[src/rtl/mem_pkg.sv]
`default_nettype none

package mem_pkg;

  typedef logic [31:0] word_t;

  typedef enum logic [1:0] {
    SIZE_BYTE,
    SIZE_HALF,
    SIZE_WORD
  } acc_size_t;

  typedef enum logic [3:0] {
    OP_NONE,
    OP_LB,
    OP_LH,
    OP_LW,
    OP_LBU,
    OP_LHU,
    OP_SB,
    OP_SH,
    OP_SW
  } mem_op_t;

  // Shared by both peers
  typedef enum logic {
    ST_READY,
    ST_WAITING
  } peer_state_t;

  typedef struct packed {
    word_t     addr;
    word_t     wdata;  // Low bits for sub-word stores
    acc_size_t size;
    logic      write;
  } bus_req_t;

  typedef struct packed {
    word_t rdata;  // Selected lane in low bits
  } bus_rsp_t;

  localparam int RAM_WORDS = 256;
  localparam int RAM_AW    = $clog2(RAM_WORDS);
  localparam int IMM_MSB   = 31;
  localparam int IMM_LSB   = 20;

endpackage

`default_nettype wire
[src/rtl/bus_arbiter.sv]
`timescale 1ns/100ps
`default_nettype none

module bus_arbiter
  import mem_pkg::*;
(
  input  logic     i_clk,
  input  logic     i_rst,
  input  logic     i_fetch_req_dv,
  input  bus_req_t i_fetch_req,
  input  logic     i_lsu_req_dv,
  input  bus_req_t i_lsu_req,
  input  logic     i_ram_rsp_dv,
  input  bus_rsp_t i_ram_rsp,
  output logic     o_fetch_rsp_dv,
  output logic     o_lsu_rsp_dv,
  output bus_rsp_t o_rsp,
  output logic     o_ram_req_dv,
  output bus_req_t o_ram_req
);

  logic     r_fetch_pend;
  logic     r_lsu_pend;
  bus_req_t r_fetch_slot;
  bus_req_t r_lsu_slot;
  logic     r_busy;
  logic     r_owner_lsu;  // Also the last served peer

  logic w_ram_free;
  logic w_grant;
  logic w_pick_lsu;

  // RAM answers one cycle after issue, so the response cycle is free too
  assign w_ram_free = ~r_busy | i_ram_rsp_dv;
  assign w_grant    = w_ram_free & (r_fetch_pend | r_lsu_pend);
  assign w_pick_lsu = r_lsu_pend & (~r_fetch_pend | ~r_owner_lsu);  // Round robin on a tie

  always_ff @(posedge i_clk) begin
    if (i_rst) begin
      r_fetch_pend <= 1'b0;
      r_lsu_pend   <= 1'b0;
      r_busy       <= 1'b0;
      r_owner_lsu  <= 1'b0;
      o_ram_req_dv <= 1'b0;
    end else begin
      o_ram_req_dv <= w_grant;
      if (i_ram_rsp_dv) r_busy <= 1'b0;
      if (w_grant) begin
        r_busy      <= 1'b1;
        r_owner_lsu <= w_pick_lsu;
        if (w_pick_lsu) r_lsu_pend <= 1'b0;
        else r_fetch_pend <= 1'b0;
      end
      if (i_fetch_req_dv) r_fetch_pend <= 1'b1;
      if (i_lsu_req_dv) r_lsu_pend <= 1'b1;
    end
  end

  always_ff @(posedge i_clk) begin
    if (i_fetch_req_dv) r_fetch_slot <= i_fetch_req;
    if (i_lsu_req_dv) r_lsu_slot <= i_lsu_req;
    if (w_grant) o_ram_req <= w_pick_lsu ? r_lsu_slot : r_fetch_slot;
  end

  // Response goes straight back to the owner
  assign o_fetch_rsp_dv = i_ram_rsp_dv & ~r_owner_lsu;
  assign o_lsu_rsp_dv   = i_ram_rsp_dv & r_owner_lsu;
  assign o_rsp          = i_ram_rsp;

endmodule

`default_nettype wire

[config.mk]
export PLATFORM = sky130hd
export DESIGN_NAME = bus_arbiter
export DESIGN_NICKNAME = d
export VERILOG_FILES = /design/src/rtl/mem_pkg.sv /design/src/rtl/bus_arbiter.sv
export SDC_FILE = /design/constraint.sdc
export NUM_CORES = 1
export LEC_CHECK = 0
export ABC_AREA = 1
export BUFFER_PORTS_ARGS = -buffer_cell sky130_fd_sc_hd__clkbuf_2
export CAP_MARGIN = 20
export CORE_MARGIN = 2
export CORE_UTILIZATION = 29
export DETAILED_ROUTE_END_ITERATION = 16
export PLACE_DENSITY_LB_ADDON = 0.08
export REMOVE_ABC_BUFFERS = 1
export SKIP_LAST_GASP = 1
export SYNTH_ARGS = -nofsm -noshare
export SYNTH_HDL_FRONTEND = slang
export SYNTH_SLANG_ARGS = --single-unit
[constraint.sdc]
create_clock -name i_clk -period 3.1 [get_ports i_clk]
set_input_delay 0.465 -clock i_clk [delete_from_list [all_inputs] [get_ports i_clk]]
set_output_delay 0.465 -clock i_clk [all_outputs]
set_load 0.005 [all_outputs]
==> out/results.ini <==
[sta]
min_period_over_period = 0.5349
fmax_mhz = 603.1
hold_ws_ns = 0.1316
drv_slew = 0
slew-limit-headroom = 0.3120
min_period_ns = 1.658
layout_setup_ws_ns = 1.442
fin_skew_ns = 0.008468
tightest_slew_ns = 1.032
hold_viol_final = 0
finalSetupViolCount = 0
setup_tns_ns = 0
rsz0062_at_grt = no

[yosys]
syn_area_um2 = 7438
ys_warn_count = 0
ys_seq_area_frac = 0.8249
synth.distinct_cells = 12
synth_seq_cells = 206
synth.avg_cell_area_um2 = 15.34
synthCells = 485

[pwr]
ir_drop_mv = 0.4225
powerDensity_nw_per_um2 = 687.4
leakagePower_nw = 3.891
total_power_mw = 6.378

[worst_setup_path]
cp_max_fo = 4
worst_ep_arrival_time_ns = 1.19
startpoint_type = flop
cp_data_required_time_ns = 2.63
r2r_setup_slack_ns = 1.51
critPathKind = reg -> out
cp-end-kind = output pin

[final_layout]
final_cell_mix = 206 x clkbuf_2, 201 x edfxtp_1, 141 x nand2_1
drive_gt1_frac = 0.3591
multi_input_area_um2 = 927.1
area_growth_syn_to_layout_pct = 24.74
layout_commonest_cell = clkbuf_2
diodes = 0
seq_area_um2 = 6140
nNetsFinal = 841
n_fill_cell = 2483

[floorplan]
core_area_um2 = 25180
die_h_um = 164.2
placementRows = 58
die_x_um = 164.2
initial_core_util = 0.2954
dieArea_um2 = 26950
pin_count = 273

[clock_network]
clockBufferDepth = 3
clk_latency_ns = 0.51
holdBufCountCts = 0
htreeDepth = 1
numClockSinks = 206
path_clk_slew_ns = 0.06
cts_tree = built
postCtsSetupBuffers = 0
post_cts_resized = 0
clockRootBuffer = clkbuf_16
cts_buffers = 25

[run]
drv_cap = 0

[detailed_routing]
avgRoutedWirePerCell_um = 17.72
drcViolationCount = 0
antenna_left = 0
drt_iter0_drc = 263
dr.pass1.iters = 4
wirelength_mm = 17.98
vias = 4295
drt-vias-per-instance = 4.232

[worst_hold_path]
min_path_type = in -> reg

[placement]
pre_cts_ws_ns = 1.200
io_buffers = 208
dp_hpwl_mm = 10.83
gp_congestion = 0.6825

[grt]
grt_pass1_wl_mm = 26.46
grt_max_degree = 70
grt_use_total = 0.1306
antenna_found_initial = 0
grt.overflow.total = 0
grt_pass1_vias = 4323

[outcome]
status = complete, no violations

-- cell families after synthesis --
family | count (synthesis) | synth area share
AOI/OAI and AO/OA | 4 | 0.002691
DFF | 206 | 0.8249
buffers and inverters | 60 | 0.05181
and+or+nand+nor | 215 | 0.1206
-- registers in the layout, indices dropped and copies added, names as in the netlist --
signal / count
r_fetch_slot: 67
o_ram_req: 67
r_owner_lsu: 1
r_fetch_pend: 1
r_busy: 1
r_lsu_pend: 1
o_ram_req_dv: 1
r_lsu_slot: 67
-- synth_stat cells --
master    number  area share
buf_6          3      0.0045
clkbuf_1       9      0.0045
a21oi_1        4      0.0027
nor2_1         4      0.0020
buf_2          8      0.0054
buf_4         34       0.034
dfxtp_1        5       0.013
nand2_2        2      0.0017
edfxtp_1     201        0.81
nand3_1       68       0.046
nand2_1      141       0.071
inv_1          6      0.0030
-- metrics by stage --
step | utilization | std cells | area, um2
after global routing | 0.3685 | 1015 | 9279
after global placement | 0.3407 | 973 | 8579
after floorplan | - | 431 | 7076
after CTS | 0.3685 | 1015 | 9279
final | 0.3685 | 1015 | 9279
after detailed placement | 0.3407 | 973 | 8579
-- critical path: stages, from the launching register on --
cell and delay [ns]:
dfxtp_1 0.45, nand2_1 0.08, inv_1 0.06, clkbuf_2 0.10
-- area by class of cell --
cell class | instances | area share
Clock inverter | 11 | 0.005529
Multi-Input combinational cell | 219 | 0.09992
Sequential cell | 206 | 0.6617
Timing Repair Buffer | 212 | 0.1160
Tap cell | 330 | 0.04450
Inverter | 6 | 0.002562
Clock buffer | 31 | 0.06985
-- path summary, 6_finish.rpt --
path                    start               end  cells past startpoint
max               r_owner_lsu      o_lsu_rsp_dv                      3
min           i_fetch_req[10]  r_fetch_slot[10]                      1
max reg2reg      r_fetch_pend      o_ram_req[9]                      5
min reg2reg  r_fetch_slot[50]     o_ram_req[50]                      2
-- report_power, final --
part / internal (mW) / switching [mW]
registers: 3.35 / 0.0697
logic: 0.174 / 0.255
clock network: 1.46 / 1.06
-- per-layer routing --
metal,share of wire,GRT usage,up-vias
met3,0.12,0.06439,27
met2,0.44,0.1927,196
met5,0,0,-
met1,0.42,0.1720,2008
met4,0.020,0.03150,0
li1,-,-,2064
Note: power is estimated with default switching activity, not from simulation.
