<file path="config.mk">
export PLATFORM = sky130hd
export DESIGN_NAME = load_store
export DESIGN_NICKNAME = d
export VERILOG_FILES = /design/src/rtl/mem_pkg.sv /design/src/rtl/load_store.sv
export SDC_FILE = /design/constraint.sdc
export NUM_CORES = 1
export LEC_CHECK = 0
export BUFFER_PORTS_ARGS = -buffer_cell sky130_fd_sc_hd__clkbuf_2
export CORE_MARGIN = 2
export CORE_UTILIZATION = 45
export CTS_CLUSTER_SIZE = 16
export DETAILED_ROUTE_END_ITERATION = 7
export PLACE_DENSITY = 0.73
export SYNTH_ARGS = -nofsm -noshare
export SYNTH_HDL_FRONTEND = slang
export SYNTH_SLANG_ARGS = --single-unit
</file>
<file path="constraint.sdc">
create_clock -name i_clk -period 4.7 [get_ports i_clk]
set_clock_uncertainty 0.05 [all_clocks]
set_input_delay 0.235 -clock i_clk [delete_from_list [all_inputs] [get_ports i_clk]]
set_output_delay 0.235 -clock i_clk [all_outputs]
set_load 0.005 [all_outputs]
</file>
<file path="src/rtl/mem_pkg.sv">
`default_nettype none

package mem_pkg;

  typedef logic [31:0] word_t;

  typedef enum logic [1:0] {
    SIZE_BYTE,
    SIZE_HALF,
    SIZE_WORD
  } acc_size_t;

  typedef enum logic [3:0] {
    OP_NONE,
    OP_LB,
    OP_LH,
    OP_LW,
    OP_LBU,
    OP_LHU,
    OP_SB,
    OP_SH,
    OP_SW
  } mem_op_t;

  // Shared by both peers
  typedef enum logic {
    ST_READY,
    ST_WAITING
  } peer_state_t;

  typedef struct packed {
    word_t     addr;
    word_t     wdata;  // Low bits for sub-word stores
    acc_size_t size;
    logic      write;
  } bus_req_t;

  typedef struct packed {
    word_t rdata;  // Selected lane in low bits
  } bus_rsp_t;

  localparam int RAM_WORDS = 256;
  localparam int RAM_AW    = $clog2(RAM_WORDS);
  localparam int IMM_MSB   = 31;
  localparam int IMM_LSB   = 20;

endpackage

`default_nettype wire
</file>
<file path="src/rtl/load_store.sv">
`timescale 1ns/100ps
`default_nettype none

module load_store
  import mem_pkg::*;
(
  input  logic     i_clk,
  input  logic     i_rst,
  input  logic     i_start,
  input  mem_op_t  i_op,
  input  word_t    i_ir,
  input  word_t    i_base,
  input  word_t    i_store,
  input  logic     i_rsp_dv,
  input  bus_rsp_t i_rsp,
  output logic     o_req_dv,
  output bus_req_t o_req,
  output word_t    o_load,
  output logic     o_load_dv,
  output logic     o_lsu_busy
);

  peer_state_t r_state;
  mem_op_t     r_op;

  word_t     w_se_offset;
  word_t     w_addr;
  word_t     w_wdata;
  acc_size_t w_size;
  logic      w_write;
  logic      w_issue;
  logic      w_done;
  logic      w_is_load;
  word_t     w_load;

  assign w_se_offset = {{($bits(word_t) - (IMM_MSB - IMM_LSB + 1)){i_ir[IMM_MSB]}},
                        i_ir[IMM_MSB:IMM_LSB]};
  assign w_addr      = i_base + w_se_offset;

  // Size and store data from the op
  always_comb begin
    w_size  = SIZE_WORD;
    w_write = 1'b0;
    w_wdata = i_store;
    case (i_op)
      OP_LB, OP_LBU: w_size = SIZE_BYTE;
      OP_LH, OP_LHU: w_size = SIZE_HALF;
      OP_SB: begin
        w_size  = SIZE_BYTE;
        w_write = 1'b1;
        w_wdata = {24'b0, i_store[7:0]};
      end
      OP_SH: begin
        w_size  = SIZE_HALF;
        w_write = 1'b1;
        w_wdata = {16'b0, i_store[15:0]};
      end
      OP_SW: w_write = 1'b1;
      default: ;
    endcase
  end

  // Extension uses the latched op
  always_comb begin
    case (r_op)
      OP_LB:   w_load = {{24{i_rsp.rdata[7]}}, i_rsp.rdata[7:0]};
      OP_LH:   w_load = {{16{i_rsp.rdata[15]}}, i_rsp.rdata[15:0]};
      OP_LBU:  w_load = {24'b0, i_rsp.rdata[7:0]};
      OP_LHU:  w_load = {16'b0, i_rsp.rdata[15:0]};
      default: w_load = i_rsp.rdata;
    endcase
  end

  assign w_is_load  = (r_op == OP_LB) || (r_op == OP_LH) || (r_op == OP_LW) ||
                      (r_op == OP_LBU) || (r_op == OP_LHU);
  assign w_issue    = (r_state == ST_READY) && i_start && (i_op != OP_NONE);
  assign w_done     = (r_state == ST_WAITING) && i_rsp_dv;
  assign o_lsu_busy = (r_state == ST_WAITING);

  always_ff @(posedge i_clk) begin
    if (i_rst) begin
      r_state   <= ST_READY;
      r_op      <= OP_NONE;
      o_req_dv  <= 1'b0;
      o_load_dv <= 1'b0;
    end else begin
      o_req_dv  <= w_issue;
      o_load_dv <= w_done && w_is_load;  // Stores finish silently
      if (w_issue) begin
        r_state <= ST_WAITING;
        r_op    <= i_op;
      end else if (w_done) begin
        r_state <= ST_READY;
      end
    end
  end

  always_ff @(posedge i_clk) begin
    if (w_issue) o_req <= '{addr: w_addr, wdata: w_wdata, size: w_size, write: w_write};
    if (w_done && w_is_load) o_load <= w_load;
  end

endmodule

`default_nettype wire

</file>
==> metrics.md <==
| Metric | Value |
|---|---|
| Tmin final | 2617 ps |
| Critical path cell sequence | clkbuf_2 -> o41ai_1 -> inv_2 -> buf_4 |
| DP HPWL | 11330 um |
| TritonRoute pass-1 iters | 4 |
| Setup WS pre-CTS | 1747 ps |
| Number of cells on the critical path | 4 |
| Worst setup margin | 2083 ps |
| Critical Path RT | 4740 ps |
| Final RePlAce weighted congestion | 0.8880 |
| Crit. End Element | register |
| Slowest CP cell | o41ai_1 |
| CP delay by family, top | buffers and inverters |
| Wirelength, routed | 14490 um |
| Synth Register Bits | 106 |
| Core area | 12110 um^2 |
| Maximum vdd drop | 135.4 uV |
| Post-synthesis sequential area ratio | 55.25% |
| CP Buf/Inv Count | 3 |
| Sinks on the clock net | 106 |
| TritonCTS clock tree | done |
| Initial DRC count | 334 |
| Die area | 13430 um^2 |
| Final setup fails | 0 |
| Dominant synthesized flop cell | edfxtp_1 |
| Inst Count DP | 848 |
| Post-CTS Setup Repair Bufs | 0 |
| Reg-to-reg endpoint | o_req[4]$_DFFE_PP_ |
| Register-to-Register Setup Slack | 2080 ps |
| Global-route wire length before repair | 22120 um |
| Starting Density | 46.52% |
| Wire per inst | 16.73 um |
| FFs w/ async S/R, synth | 0% |
| Worst slew pin tran | 1160 ps |
| Cts repair resizes | 0 |
| Worst setup startpoint | i_op[0] |
| # rows | 40 |
| Critical path endpoint | o_req[4]$_DFFE_PP_ |
| P_leak | 3.235 nW |
| R2R cell count | 4 |
| Pwr/cell area | 335.0 nW/um^2 |
| GRT overflow | 0 |
| Post-Syn Instances | 477 |
| Number of max-cap violations | 0 |
| Mapped Avg Cell Area | 11.81 um^2 |
| Final Hold Fails | 0 |
| Ant diodes | 0 |
| Crit path DAT | 2650 ps |
| Clock root buffer master | clkbuf_16 |
| RSZ-0062 raised after global routing | false |
| Slew Viols, Final | 0 |
| Gr usage total | 21.09% |
| Clock-pin slew on the worst setup and hold paths | 70 ps |
| Setup TNS | 0 ps |
| CTS Buf Count | 9 |
| Util after Layout | 59.59% |
| Post-synth EDFFs | 99 |
| Clk Latency, worst-skew pair | 340 ps |
| Fillers | 1038 |
| Maximum clock path buffer count | 2 |
| Worst Hold Class | in2reg |
| Max transition margin | 22.52% |
| Synth cell types | 67 |
| Status | finished, final reports clean |
| Mapped Area | 5634 um^2 |
| DR vias | 4671 |
| DRT antenna net count | 0 |
| Die height | 115.9 um |
| IO Count | 238 |
| Hold Path Depth | 1 |
| Crit path max fanout | 52 |
| Port buffer count | 217 |
| DRC | 0 |
| Synth Net Count | 645 |
| Die W | 115.9 um |
| YS warnings | 0 |
| Area Overhead vs Synth | 28.09% |
| Share of layout cells above drive strength 1 | 35.53% |
| Htree depth | 3 |
| Final nets | 861 |
| Cts hold-fix bufs | 2 |
| Period Utilization, post-route | 55.67% |
| Initial antenna violation count | 0 |
| Vias in the first global route | 4572 |
| CP Class | in2reg |
| Fmax | 0.3822 GHz |
| Vias per std cell | 5.394 |
| Worst setup SP type | input port |
| Final non-filler cell total | 866 |
| Crit path largest cell delay | 1000 ps |
| Largest net degree at the start of global routing | 53 |
| Reg-to-reg critical path startpoint | o_lsu_busy$_SDFFE_PP0P_ |
-- cell usage after synthesis, types with 6 or more instances --
cell / n / area (um^2)
dfxtp_1: 7 / 140.1
nand3_1: 9 / 45.04
nor2_1: 26 / 97.59
ha_1: 31 / 387.9
a211oi_1: 6 / 45.04
o21ai_0: 15 / 75.07
edfxtp_1: 99 / 2973
nand2_1: 36 / 135.1
clkbuf_1: 11 / 41.29
inv_1: 6 / 22.52
nor2b_1: 10 / 62.56
xor2_1: 11 / 96.34
o21ai_1: 6 / 30.03
nor3_1: 6 / 30.03
a21o_1: 34 / 255.2
xnor2_1: 15 / 131.4
nand4_1: 7 / 43.79
and2_1: 22 / 137.6
a21oi_1: 32 / 160.2
-- worst reg2reg max path: stages (launching register included) --
cell and delay, ps:
dfxtp_1 340, nor2b_1 300, o41ai_1 280, inv_2 910, buf_4 430
-- placed cells by master, fill, tap and decap left out, types with 6 or more instances in the layout --
master / synthesis / final
xor2_1: 11 / 11
xnor2_1: 15 / 15
dfxtp_1: 7 / 7
o21ai_1: 6 / 6
a21o_1: 34 / 34
nor2_1: 26 / 26
nor2b_1: 10 / 10
edfxtp_1: 99 / 99
and2_1: 22 / 22
nand2_1: 36 / 36
a21oi_1: 32 / 32
nand4_1: 7 / 7
o21ai_0: 15 / 15
nor3_1: 6 / 6
ha_1: 31 / 31
clkbuf_2: 0 / 217
nand3_1: 9 / 9
clkbuf_16: 0 / 9
-- metrics by stage --
stage                     power [mW]  instance area [um^2]  hold WS [ps]
after CTS                      2.437                  7217        0.3581
after global placement         1.653                  6897         362.7
after global routing           2.528                  7217         3.525
after floorplan                1.472                  5634         254.1
final                          2.418                  7217         13.76
after detailed placement       1.671                  6897         363.6
-- worst min-delay path by stage --
stage | endpoint | slack [ps] | startpoint
after floorplan | o_lsu_busy$_SDFFE_PP0P_ | 250 | i_rst
after global placement | o_req[5]$_DFFE_PP_ | 360 | i_store[2]
after detailed placement | o_req[6]$_DFFE_PP_ | 360 | i_store[3]
after CTS | o_req[9]$_DFFE_PP_ | 0.4 | i_store[6]
after global routing | o_req[7]$_DFFE_PP_ | 4 | i_store[4]
final | o_req[7]$_DFFE_PP_ | 10 | i_store[4]
-- flip-flops by register name, summed over array words and instances (netlist names) --
name and count:
o_load_dv 1, o_load 32, o_req_dv 1, o_lsu_busy 1, r_op 4, o_req 67
-- layout make-up --
class / instances / area, um^2 / area share [%]
flip-flops and latches: 106 / 3113 / 43.13
multi-input cells: 349 / 2450 / 33.95
well taps: 168 / 210.2 / 2.913
clock inverters: 7 / 75.07 / 1.040
inverters: 6 / 22.52 / 0.3121
repair buffers: 221 / 1121 / 15.53
clock buffers: 9 / 225.2 / 3.121
-- per-layer routing --
| layer | wire length [um] | GRT usage (%) | up-vias |
|---|---|---|---|
| met3 | 946 | 4.027 | 22 |
| met2 | 7462 | 38.48 | 198 |
| li1 | - | - | 2259 |
| met1 | 5769 | 24.57 | 2192 |
| met4 | 306 | 7.937 | 0 |
| met5 | 0 | 0 | - |
-- power by group --
part	switching (mW)	internal, mW	leakage [nW]
Sequential	0.0227	1.13	0.992
Combinational	0.279	0.223	2.10
Clock	0.347	0.419	0.147
-- kinds of logic (layout without fill, tap and decap cells) --
| logic type | count (synthesis) | in the layout | synth area share (%) |
|---|---|---|---|
| compound gates | 145 | 145 | 18.08 |
| xor+xnor | 26 | 26 | 4.042 |
| simple gates | 145 | 145 | 13.61 |
| flops | 106 | 106 | 55.25 |
| mux | 1 | 1 | 0.1999 |
| buf+inv | 22 | 243 | 1.577 |
| fa+ha+maj | 32 | 32 | 7.240 |
Note: power is estimated with default switching activity, not from simulation.
