<file path="src/rtl/mem_pkg.sv">
`default_nettype none

package mem_pkg;

  typedef logic [31:0] word_t;

  typedef enum logic [1:0] {
    SIZE_BYTE,
    SIZE_HALF,
    SIZE_WORD
  } acc_size_t;

  typedef enum logic [3:0] {
    OP_NONE,
    OP_LB,
    OP_LH,
    OP_LW,
    OP_LBU,
    OP_LHU,
    OP_SB,
    OP_SH,
    OP_SW
  } mem_op_t;

  // Shared by both peers
  typedef enum logic {
    ST_READY,
    ST_WAITING
  } peer_state_t;

  typedef struct packed {
    word_t     addr;
    word_t     wdata;  // Low bits for sub-word stores
    acc_size_t size;
    logic      write;
  } bus_req_t;

  typedef struct packed {
    word_t rdata;  // Selected lane in low bits
  } bus_rsp_t;

  localparam int RAM_WORDS = 256;
  localparam int RAM_AW    = $clog2(RAM_WORDS);
  localparam int IMM_MSB   = 31;
  localparam int IMM_LSB   = 20;

endpackage

`default_nettype wire
</file>
<file path="src/rtl/fetch_unit.sv">
`timescale 1ns/100ps
`default_nettype none

module fetch_unit
  import mem_pkg::*;
(
  input  logic     i_clk,
  input  logic     i_rst,
  input  logic     i_fetch,
  input  word_t    i_pc,
  input  logic     i_rsp_dv,
  input  bus_rsp_t i_rsp,
  output logic     o_req_dv,
  output bus_req_t o_req,
  output word_t    o_ir,
  output logic     o_ir_dv,
  output logic     o_fetch_busy
);

  peer_state_t r_state;

  logic w_issue;
  logic w_done;

  assign w_issue      = (r_state == ST_READY) && i_fetch;
  assign w_done       = (r_state == ST_WAITING) && i_rsp_dv;
  assign o_fetch_busy = (r_state == ST_WAITING);

  always_ff @(posedge i_clk) begin
    if (i_rst) begin
      r_state  <= ST_READY;
      o_req_dv <= 1'b0;
      o_ir_dv  <= 1'b0;
    end else begin
      o_req_dv <= w_issue;
      o_ir_dv  <= w_done;
      if (w_issue) r_state <= ST_WAITING;
      else if (w_done) r_state <= ST_READY;  // Strobes while waiting are dropped
    end
  end

  always_ff @(posedge i_clk) begin
    if (w_issue) o_req <= '{addr: i_pc, wdata: '0, size: SIZE_WORD, write: 1'b0};
    if (w_done) o_ir <= i_rsp.rdata;
  end

endmodule

`default_nettype wire

</file>
<file path="config.mk">
export PLATFORM = sky130hd
export DESIGN_NAME = fetch_unit
export DESIGN_NICKNAME = d
export VERILOG_FILES = /design/src/rtl/mem_pkg.sv /design/src/rtl/fetch_unit.sv
export SDC_FILE = /design/constraint.sdc
export NUM_CORES = 1
export LEC_CHECK = 0
export ABC_AREA = 1
export CAP_MARGIN = 20
export CORE_UTILIZATION = 44
export DETAILED_ROUTE_END_ITERATION = 10
export DONT_BUFFER_PORTS = 1
export PLACE_DENSITY_LB_ADDON = 0.3
export SYNTH_ARGS = -nofsm -noshare
export SYNTH_HDL_FRONTEND = slang
export SYNTH_SLANG_ARGS = --single-unit
</file>
<file path="constraint.sdc">
create_clock -name i_clk -period 5.2 [get_ports i_clk]
set_input_delay 1.04 -clock i_clk [delete_from_list [all_inputs] [get_ports i_clk]]
set_output_delay 1.04 -clock i_clk [all_outputs]
set_load 0.02 [all_outputs]
</file>
==> out/summary.txt, run 1 <==
Hold Fails Final Rpt -> 0
DP Wirelength -> 2.776 mm
Cells after Synth -> 116
Max VDD drop -> 0.0002449 V
skew final -> 7.229 ps
IO Count -> 170
H-tree depth -> 3
largest cells by area after synthesis -> edfxtp_1 84%, buf_4 11%, dfxtp_1 2.6%
vias after detailed routing -> 856
Critical Path AT -> 840 ps
Worst Path Class, Setup -> reg -> out
Initial Util -> 47.13%
Req. time, crit path -> 4160 ps
number of CTS-inserted buffers -> 9
top-count cell post-synth -> edfxtp_1
post-synthesis sequential area ratio -> 86.18%
GR Overflow Total -> 0
Avg Vias per Cell -> 4.302
clk root buf -> clkbuf_8
diode count -> 0
crit path max fanout -> 5
CTS tree -> done
leakage -> 0.0009232 uW
ys async rst share -> 0%
status -> completed
Final nets -> 195
# DRC -> 0
Total GRT Usage -> 12.22%
Max-cap violations -> 0
TNS Setup -> 0 ps
insertion delay to the later sink of the worst-skew pair -> 320 ps
area growth from synthesis to layout -> 9.304%
min Tclk post-route -> 1881 ps
dpl cell area -> 2255 sq um
row cnt -> 25
vias in the first global route -> 857
Worst-path clk slew -> 70 ps
Post-Layout Inst Area -> 2514 sq um
power per cell area -> 475.8 nW/um^2
clock tree sinks -> 67
area share of the largest cell type after synthesis -> 83.57%
RePlAce Congestion -> 0.7087
synth unique cells -> 8
Tcrit/Tclk final -> 36.18%
ratio of cells with drive above 1 in the final layout -> 12.88%
post-cts hold buffer count -> 0
DRT Pass-1 Iters -> 3
crit end category -> output port
Synth Warn # -> 0
core area -> 4880 sq um
DR WL/cell -> 18.25 um
first-pass GRT wire length -> 4.450 mm
number of synthesized flops with an enable pin -> 64
Mean Syn Cell Area -> 19.83 sq um
post_cts resized -> 0
most common flop cell mapped by yosys -> edfxtp_1
HP Class -> reg -> reg
DIE HEIGHT -> 74.30 um
DIE WIDTH -> 74.30 um
Routed Antenna Nets -> 0
RSZ-0062 raised after global routing -> false
largest net degree at the start of global routing -> 33
Max clock buf depth -> 2
final slew viol count -> 0
antenna violations before repair -> 0
Post-CTS Setup Bufs -> 0
flops & latches, synth -> 67
top post-synthesis cells by count -> 64 x edfxtp_1, 35 x buf_4, 6 x inv_1, 3 x dfxtp_1
Port Buf Inserts -> 0
FMAX -> 531.6 MHz
area leader, netlist -> edfxtp_1
DIE AREA -> 5520 sq um
WL final -> 3.631 mm
final setup vio count -> 0
Critical Path Start Type -> flip-flop
First DRT Iteration DRCs -> 41
synthesized cell area -> 2300 sq um
number of fillers in the final layout -> 410
-- sequential cells by signal (all words and copies together) (netlist names) --
register      count
o_req            32
o_ir_dv           1
o_req_dv          1
o_ir             32
o_fetch_busy      1
-- path summary, 6_finish.rpt --
check,from,end,cells past startpoint,slack (ps)
worst max-delay path,o_fetch_busy,o_fetch_busy,0,3320
worst min register to register,o_fetch_busy,o_ir_dv,2,630
worst min-delay path,o_fetch_busy,o_ir_dv,2,630
worst max register to register,o_fetch_busy,o_ir[13],3,3790
-- per-stage QoR --
step | utilization [%] | instances | total power, uW | hold slack [ps] | worst slack, ps
after CTS | 50.95 | 198 | 1206 | 631.5 | 3223
after detailed placement | 46.21 | 182 | 717.5 | 619.4 | 2871
after floorplan | - | 149 | 729.8 | 563.3 | 2349
after global placement | 46.21 | 182 | 716.8 | 598.0 | 2913
after global routing | 51.51 | 199 | 1236 | 657.8 | 3275
final | 51.51 | 199 | 1196 | 627.8 | 3319
-- cells by family (layout without fill, tap and decap cells) --
family	count (synthesis)	after routing	share of synthesized area (%)
buffers and inverters	41	24	12.40
DFF	67	67	86.18
other	2	35	0.3266
and+or+nand+nor	6	6	1.088
-- layout make-up --
class / count / area, sq um / share of cell area, %
sequential: 67 / 1982 / 78.85
multi-input combinational: 41 / 158.9 / 6.322
clock inverter: 6 / 103.9 / 4.131
timing repair buffer: 2 / 35.03 / 1.394
inverter: 6 / 22.52 / 0.8960
tap: 67 / 83.83 / 3.335
clock buffer: 10 / 127.6 / 5.077
-- metal layers --
layer	wire length [um]	vias up	global-route usage (%)	share of wire [%]
met5	0	-	0	0
met4	69	0	10.06	1.9
met3	542	5	7.182	15
met2	1932	110	21.11	53
met1	1087	380	9.756	30
li1	-	361	-	-
-- where the power goes --
part           total (uW)  switching (uW)  leakage (uW)  internal (uW)
clock                 487             172      0.000118            315
combinational        39.9            35.8      0.000180           4.06
sequential            669            42.9      0.000625            626
total                1200             250      0.000923            946
-- cell usage in the layout, fill, tap and decap left out, drive strengths merged --
master / n
nand2: 2
nor2: 2
bufinv: 3
buf: 2
clkbuf: 10
nand3: 2
clkinv: 3
edfxtp: 64
dfxtp: 3
inv: 6
conb: 35
Note: power is estimated with default switching activity, not from simulation.
==> run 2: changes to the inputs <==
==> constraint.sdc (replaced) <==
create_clock -name i_clk -period 1.8 [get_ports i_clk]
set_input_delay 0.36 -clock i_clk [delete_from_list [all_inputs] [get_ports i_clk]]
set_output_delay 0.36 -clock i_clk [all_outputs]
set_load 0.02 [all_outputs]
==> run 2 against run 1 <==
Net effect: setup slack got worse by 2800 ps; sequential power grew to 2.9 times the previous value; global-route usage is 1.0 points lower; hold slack got worse by 530 ps; sequential share of layout area increased by 2.1 points.
==> out/summary.txt, run 2 (synthesis results as in run 1) <==
met3 Use GR -> 6.504% (-0.68 points)
number of CTS-inserted buffers -> 9 (unchanged)
Final nets -> 195 (unchanged)
DIE HEIGHT -> 74.30 um (unchanged)
HP Class -> in -> reg
final setup vio count -> 0 (unchanged)
Non-Filler Instances -> 198 (-0.50%)
RSZ-0062 raised after global routing -> false
min Tclk post-route -> 1298 ps
Post-CTS Setup Bufs -> 0 (unchanged)
commonest non-fill, non-tap cell in the layout -> edfxtp_1
Critical Path AT -> 1320 ps (+480 ps)
Crit-path slowest cell -> dfxtp_1
vias after detailed routing -> 855 (-0.12%)
crit path max fanout -> 32 (+27)
RePlAce Congestion -> 0.6534 (-7.8%)
area growth from synthesis to layout -> 6.474%
Req. time, crit path -> 1820 ps (-2340 ps)
diode count -> 0 (unchanged)
FMAX -> 770.1 MHz
crit end category -> flip-flop
Worst-path clk slew -> 60 ps (about the same)
hold_ws -> 96.05 ps (-531.7 ps)
Max VDD drop -> 0.0005295 V (+120%)
WL final -> 3.290 mm (-9.4%)
leakage -> 0.0008905 uW (-3.5%)
max incr delay on CP -> 530 ps
antenna violations before repair -> 0 (unchanged)
clk root buf -> clkbuf_8
post_cts resized -> 0 (unchanged)
Routed Antenna Nets -> 0 (unchanged)
largest net degree at the start of global routing -> 33 (unchanged)
row cnt -> 25 (unchanged)
DIE AREA -> 5520 sq um (unchanged)
GR Overflow Total -> 0 (unchanged)
Hold Fails Final Rpt -> 0 (unchanged)
insertion delay to the later sink of the worst-skew pair -> 320 ps (about the same)
final slew viol count -> 0 (unchanged)
biggest regs -> o_ir: 32 flops, o_req: 32 flops
clock tree sinks -> 67 (unchanged)
Port Buf Inserts -> 0 (unchanged)
highest-count cells in the layout ignoring fill and taps -> 64 x edfxtp_1, 35 x conb_1, 9 x clkbuf_8
M1 GR Usage -> 9.459% (-0.30 points)
H-tree depth -> 3 (unchanged)
status -> completed
IO Count -> 170 (unchanged)
DIE WIDTH -> 74.30 um (unchanged)
DRT Pass-1 Iters -> 4 (+1)
vias in the first global route -> 709 (-17%)
core area -> 4880 sq um (unchanged)
placed cell count -> 183 (+0.55%)
GRT busiest layer -> met2
TNS Setup -> 0 ps (unchanged)
CP Cell Sequence -> nand2_1 -> inv_1 -> buf_12
Total GRT Usage -> 11.22% (-1.0 points)
Max clock buf depth -> 2 (unchanged)
worst slack, placed -> 524.5 ps (-2346 ps)
skew final -> 4.835 ps (-2.394 ps)
CTS tree -> done
Tcrit/Tclk final -> 72.14%
met2 GRT Util -> 17.78% (-3.3 points)
First DRT Iteration DRCs -> 23 (-44%)
Worst Path Class, Setup -> reg -> reg
Max-cap violations -> 0 (unchanged)
Initial Util -> 47.13% (unchanged)
DR WL/cell -> 16.62 um (-8.9%)
DP Wirelength -> 2.451 mm (-12%)
# DRC -> 0 (unchanged)
ratio of cells with drive above 1 in the final layout -> 10.69% (-2.2 points)
first-pass GRT wire length -> 3.974 mm (-11%)
Critical Path Start Type -> flip-flop
power per cell area -> 1280 nW/um^2 (+170%)
Avg Vias per Cell -> 4.318 (+0.39%)
post-cts hold buffer count -> 0 (unchanged)
Core Util, Final -> 50.18% (-1.3 points)
post-route setup slack -> 501.5 ps (-2817 ps)
[run 2: changes by cell type in the layout (fill, tap and decap cells not counted), sizes merged]
cell | previous run | this run
bufinv | 3 | 1
clkbuf | 10 | 11
[run 2: where the power goes]
group	total, uW	switching, uW	leakage (uW)	internal (uW)
Clock	1090	470	0.0000882	620
Sequential	1930	122	0.000625	1810
Combinational	112	102	0.000177	10.1
Total	3130	693	0.000891	2440
[run 2: area by class of cell]
| cell class | count | area (sq um) |
|---|---|---|
| tap | 67 | 83.83 |
| fill | 410 | 2431 |
| sequential | 67 | 1982 |
| inverter | 6 | 22.52 |
| clock buffer | 11 | 131.4 |
| timing repair buffer | 2 | 27.53 |
| clock inverter | 4 | 42.54 |
| multi-input combinational | 41 | 158.9 |
[run 2: path summary, 6_finish.rpt]
kind / slack (ps) / to / startpoint / cells past startpoint
worst max register to register: 500 / o_ir[8] / o_fetch_busy / 3
worst max-delay path: 500 / o_ir[8] / o_fetch_busy / 3
worst min register to register: 630 / o_ir_dv / o_fetch_busy / 2
worst min-delay path: 100 / o_ir_dv / i_rst / 1
[run 2: per-layer routing]
| layer | routed length, um | part of all wire, % |
|---|---|---|
| met1 | 1056 | 32 |
| met2 | 1729 | 53 |
| met3 | 393 | 12 |
| met4 | 110 | 3.3 |
| met5 | 0 | 0 |
[run 2: worst max-delay path: cells and delay by family (launching register included)]
kind          cells  cell delay (ps)
flops             1              530
buf+inv           2              320
simple gates      1              130
[run 2: stage by stage]
stage,instance area (sq um),power (uW)
floorplan,2426,2108
global placement,2275,2073
detailed placement,2275,2077
CTS,2449,3176
global route,2449,3246
finish,2449,3133
==> run 3: changes to the inputs <==
==> constraint.sdc (replaced) <==
create_clock -name i_clk -period 1.2 [get_ports i_clk]
set_input_delay 0.24 -clock i_clk [delete_from_list [all_inputs] [get_ports i_clk]]
set_output_delay 0.24 -clock i_clk [all_outputs]
set_load 0.02 [all_outputs]
==> run 3 against run 2 <==
Net effect: hold slack lost 52 ps; clock skew shrank 0.58 ps; sequential share of layout area shrank 18 points; critical endpoint is now o_ir[22]; largest power group unchanged.
==> out/summary.txt, run 3 (synthesis results as in run 1) <==
status -> completed
insertion delay to the later sink of the worst-skew pair -> 320 ps (about the same)
Initial Util -> 47.13% (unchanged)
number of fillers in the final layout -> 365 (-11%)
row cnt -> 25 (unchanged)
Max-cap violations -> 0 (unchanged)
GR Overflow Total -> 0 (unchanged)
biggest regs -> o_ir: 32 flops, o_req: 32 flops
post_cts resized -> 0 (unchanged)
First DRT Iteration DRCs -> 51 (+120%)
highest-count cells in the layout ignoring fill and taps -> 65 x dlygate4sd3_1, 64 x edfxtp_1, 35 x conb_1
Post-Layout Inst Area -> 3161 sq um (+29%)
clk root buf -> clkbuf_8
commonest non-fill, non-tap cell in the layout -> dlygate4sd3_1
Worst-path clk slew -> 60 ps (about the same)
Final nets -> 260 (+33%)
crit path max fanout -> 32 (unchanged)
H-tree depth -> 3 (unchanged)
antenna violations before repair -> 0 (unchanged)
ratio of cells with drive above 1 in the final layout -> 8.629% (-2.1 points)
clock tree sinks -> 67 (unchanged)
max incr delay on CP -> 420 ps (-110 ps)
DIE AREA -> 5520 sq um (unchanged)
Req. time, crit path -> 1230 ps (-590 ps)
final setup vio count -> 0 (unchanged)
DR WL/cell -> 16.17 um (-2.7%)
DIE HEIGHT -> 74.30 um (unchanged)
Critical Path Start Type -> flip-flop
placed cell count -> 183 (unchanged)
Hold Fails Final Rpt -> 0 (unchanged)
Worst Path Class, Setup -> reg -> reg
post-route setup slack -> 125.7 ps (-375.8 ps)
Tcrit/Tclk final -> 89.53% (+17 points)
IO Count -> 170 (unchanged)
first-pass GRT wire length -> 5.713 mm (+44%)
vias in the first global route -> 1102 (+55%)
DRT Pass-1 Iters -> 4 (unchanged)
FMAX -> 930.8 MHz (+21%)
worst slack, placed -> 131.8 ps (-392.6 ps)
Max clock buf depth -> 2 (unchanged)
CP Cell Sequence -> nand2_4 -> clkinvlp_4 -> buf_12
Routed Antenna Nets -> 0 (unchanged)
largest net degree at the start of global routing -> 33 (unchanged)
min Tclk post-route -> 1074 ps (-224.2 ps)
area growth from synthesis to layout -> 37.43%
vias after detailed routing -> 1154 (+35%)
final slew viol count -> 0 (unchanged)
core area -> 4880 sq um (unchanged)
HP Class -> in -> reg
leakage -> 0.001176 uW (+32%)
skew final -> 4.259 ps (-0.5758 ps)
Crit-path slowest cell -> dfxtp_4
RSZ-0062 raised after global routing -> false
Top Family by Delay on Critical Path -> flip-flops
Non-Filler Instances -> 264 (+33%)
# DRC -> 0 (unchanged)
crit end category -> flip-flop
WP buf/inv -> 2 (unchanged)
CTS tree -> done
WL final -> 4.270 mm (+30%)
Avg Vias per Cell -> 4.371 (+1.2%)
Max VDD drop -> 0.0006170 V (+17%)
dpl cell area -> 2307 sq um (+1.4%)
DIE WIDTH -> 74.30 um (unchanged)
diode count -> 0 (unchanged)
number of CTS-inserted buffers -> 9 (unchanged)
Total GRT Usage -> 15.56% (+4.3 points)
power per cell area -> 1635 nW/um^2 (+28%)
RePlAce Congestion -> 0.6361 (-2.6%)
Port Buf Inserts -> 0 (unchanged)
Critical Path AT -> 1100 ps (-220 ps)
FF+latch area -> 1986 sq um (+0.19%)
hold_ws -> 43.85 ps (-52.20 ps)
area of the multi-input gates -> 171.4 sq um (+7.9%)
[run 3: cell types whose count changed in the layout (fill, tap and decap cells not counted), sizes merged]
cell	previous run	this run
bufinv	1	2
clkbuf	11	14
inv	6	5
clkinv	3	0
clkinvlp	0	1
dlygate4sd3	0	65
[run 3: power by group]
group	switching (uW)	total (uW)	internal, uW
clock network	734	1910	1180
registers	189	2900	2710
logic	191	356	165
[run 3: what timing repair did]
action                                 4_1_cts  5_1_grt
buffers inserted                             0        0
hold buffers                                65        0
endpoints found under the hold margin       65        0
[run 3: worst paths after layout]
kind / from / end / slack, ps / cells past startpoint
min reg2reg: o_fetch_busy / o_fetch_busy / 560 / 2
min: i_rsp_dv / o_ir_dv / 40 / 2
max reg2reg: o_fetch_busy / o_ir[22] / 130 / 3
max: o_fetch_busy / o_ir[22] / 130 / 3
[run 3: area by class of cell]
type | instances | share of cell area, %
inverter | 6 | 0.8314
tap | 67 | 2.652
sequential | 67 | 62.83
clock buffer | 14 | 4.513
clock inverter | 2 | 1.900
multi-input combinational | 41 | 5.424
timing repair buffer | 67 | 21.85
[run 3: metrics by stage]
step           total power (uW)  setup TNS [ps]  util, %
2_1_floorplan              3168           -4257        -
3_3_place_gp               3124               0    47.28
3_5_place_dp               3133               0    47.28
4_1_cts                    5208               0    64.77
5_1_grt                    5354               0    64.77
6_report                   5166               0    64.77
[run 3: layer usage]
metal / global-route usage [%] / part of all wire, %
met1: 14.01 / 31
met2: 27.47 / 56
met3: 5.556 / 9.3
met4: 13.42 / 4.1
met5: 0 / 0
[run 3: worst register-to-register path: cells and delay by family (launching register included)]
family                 cells  cell delay (ps)
buffers and inverters      2              270
and+or+nand+nor            1               80
DFF                        1              420
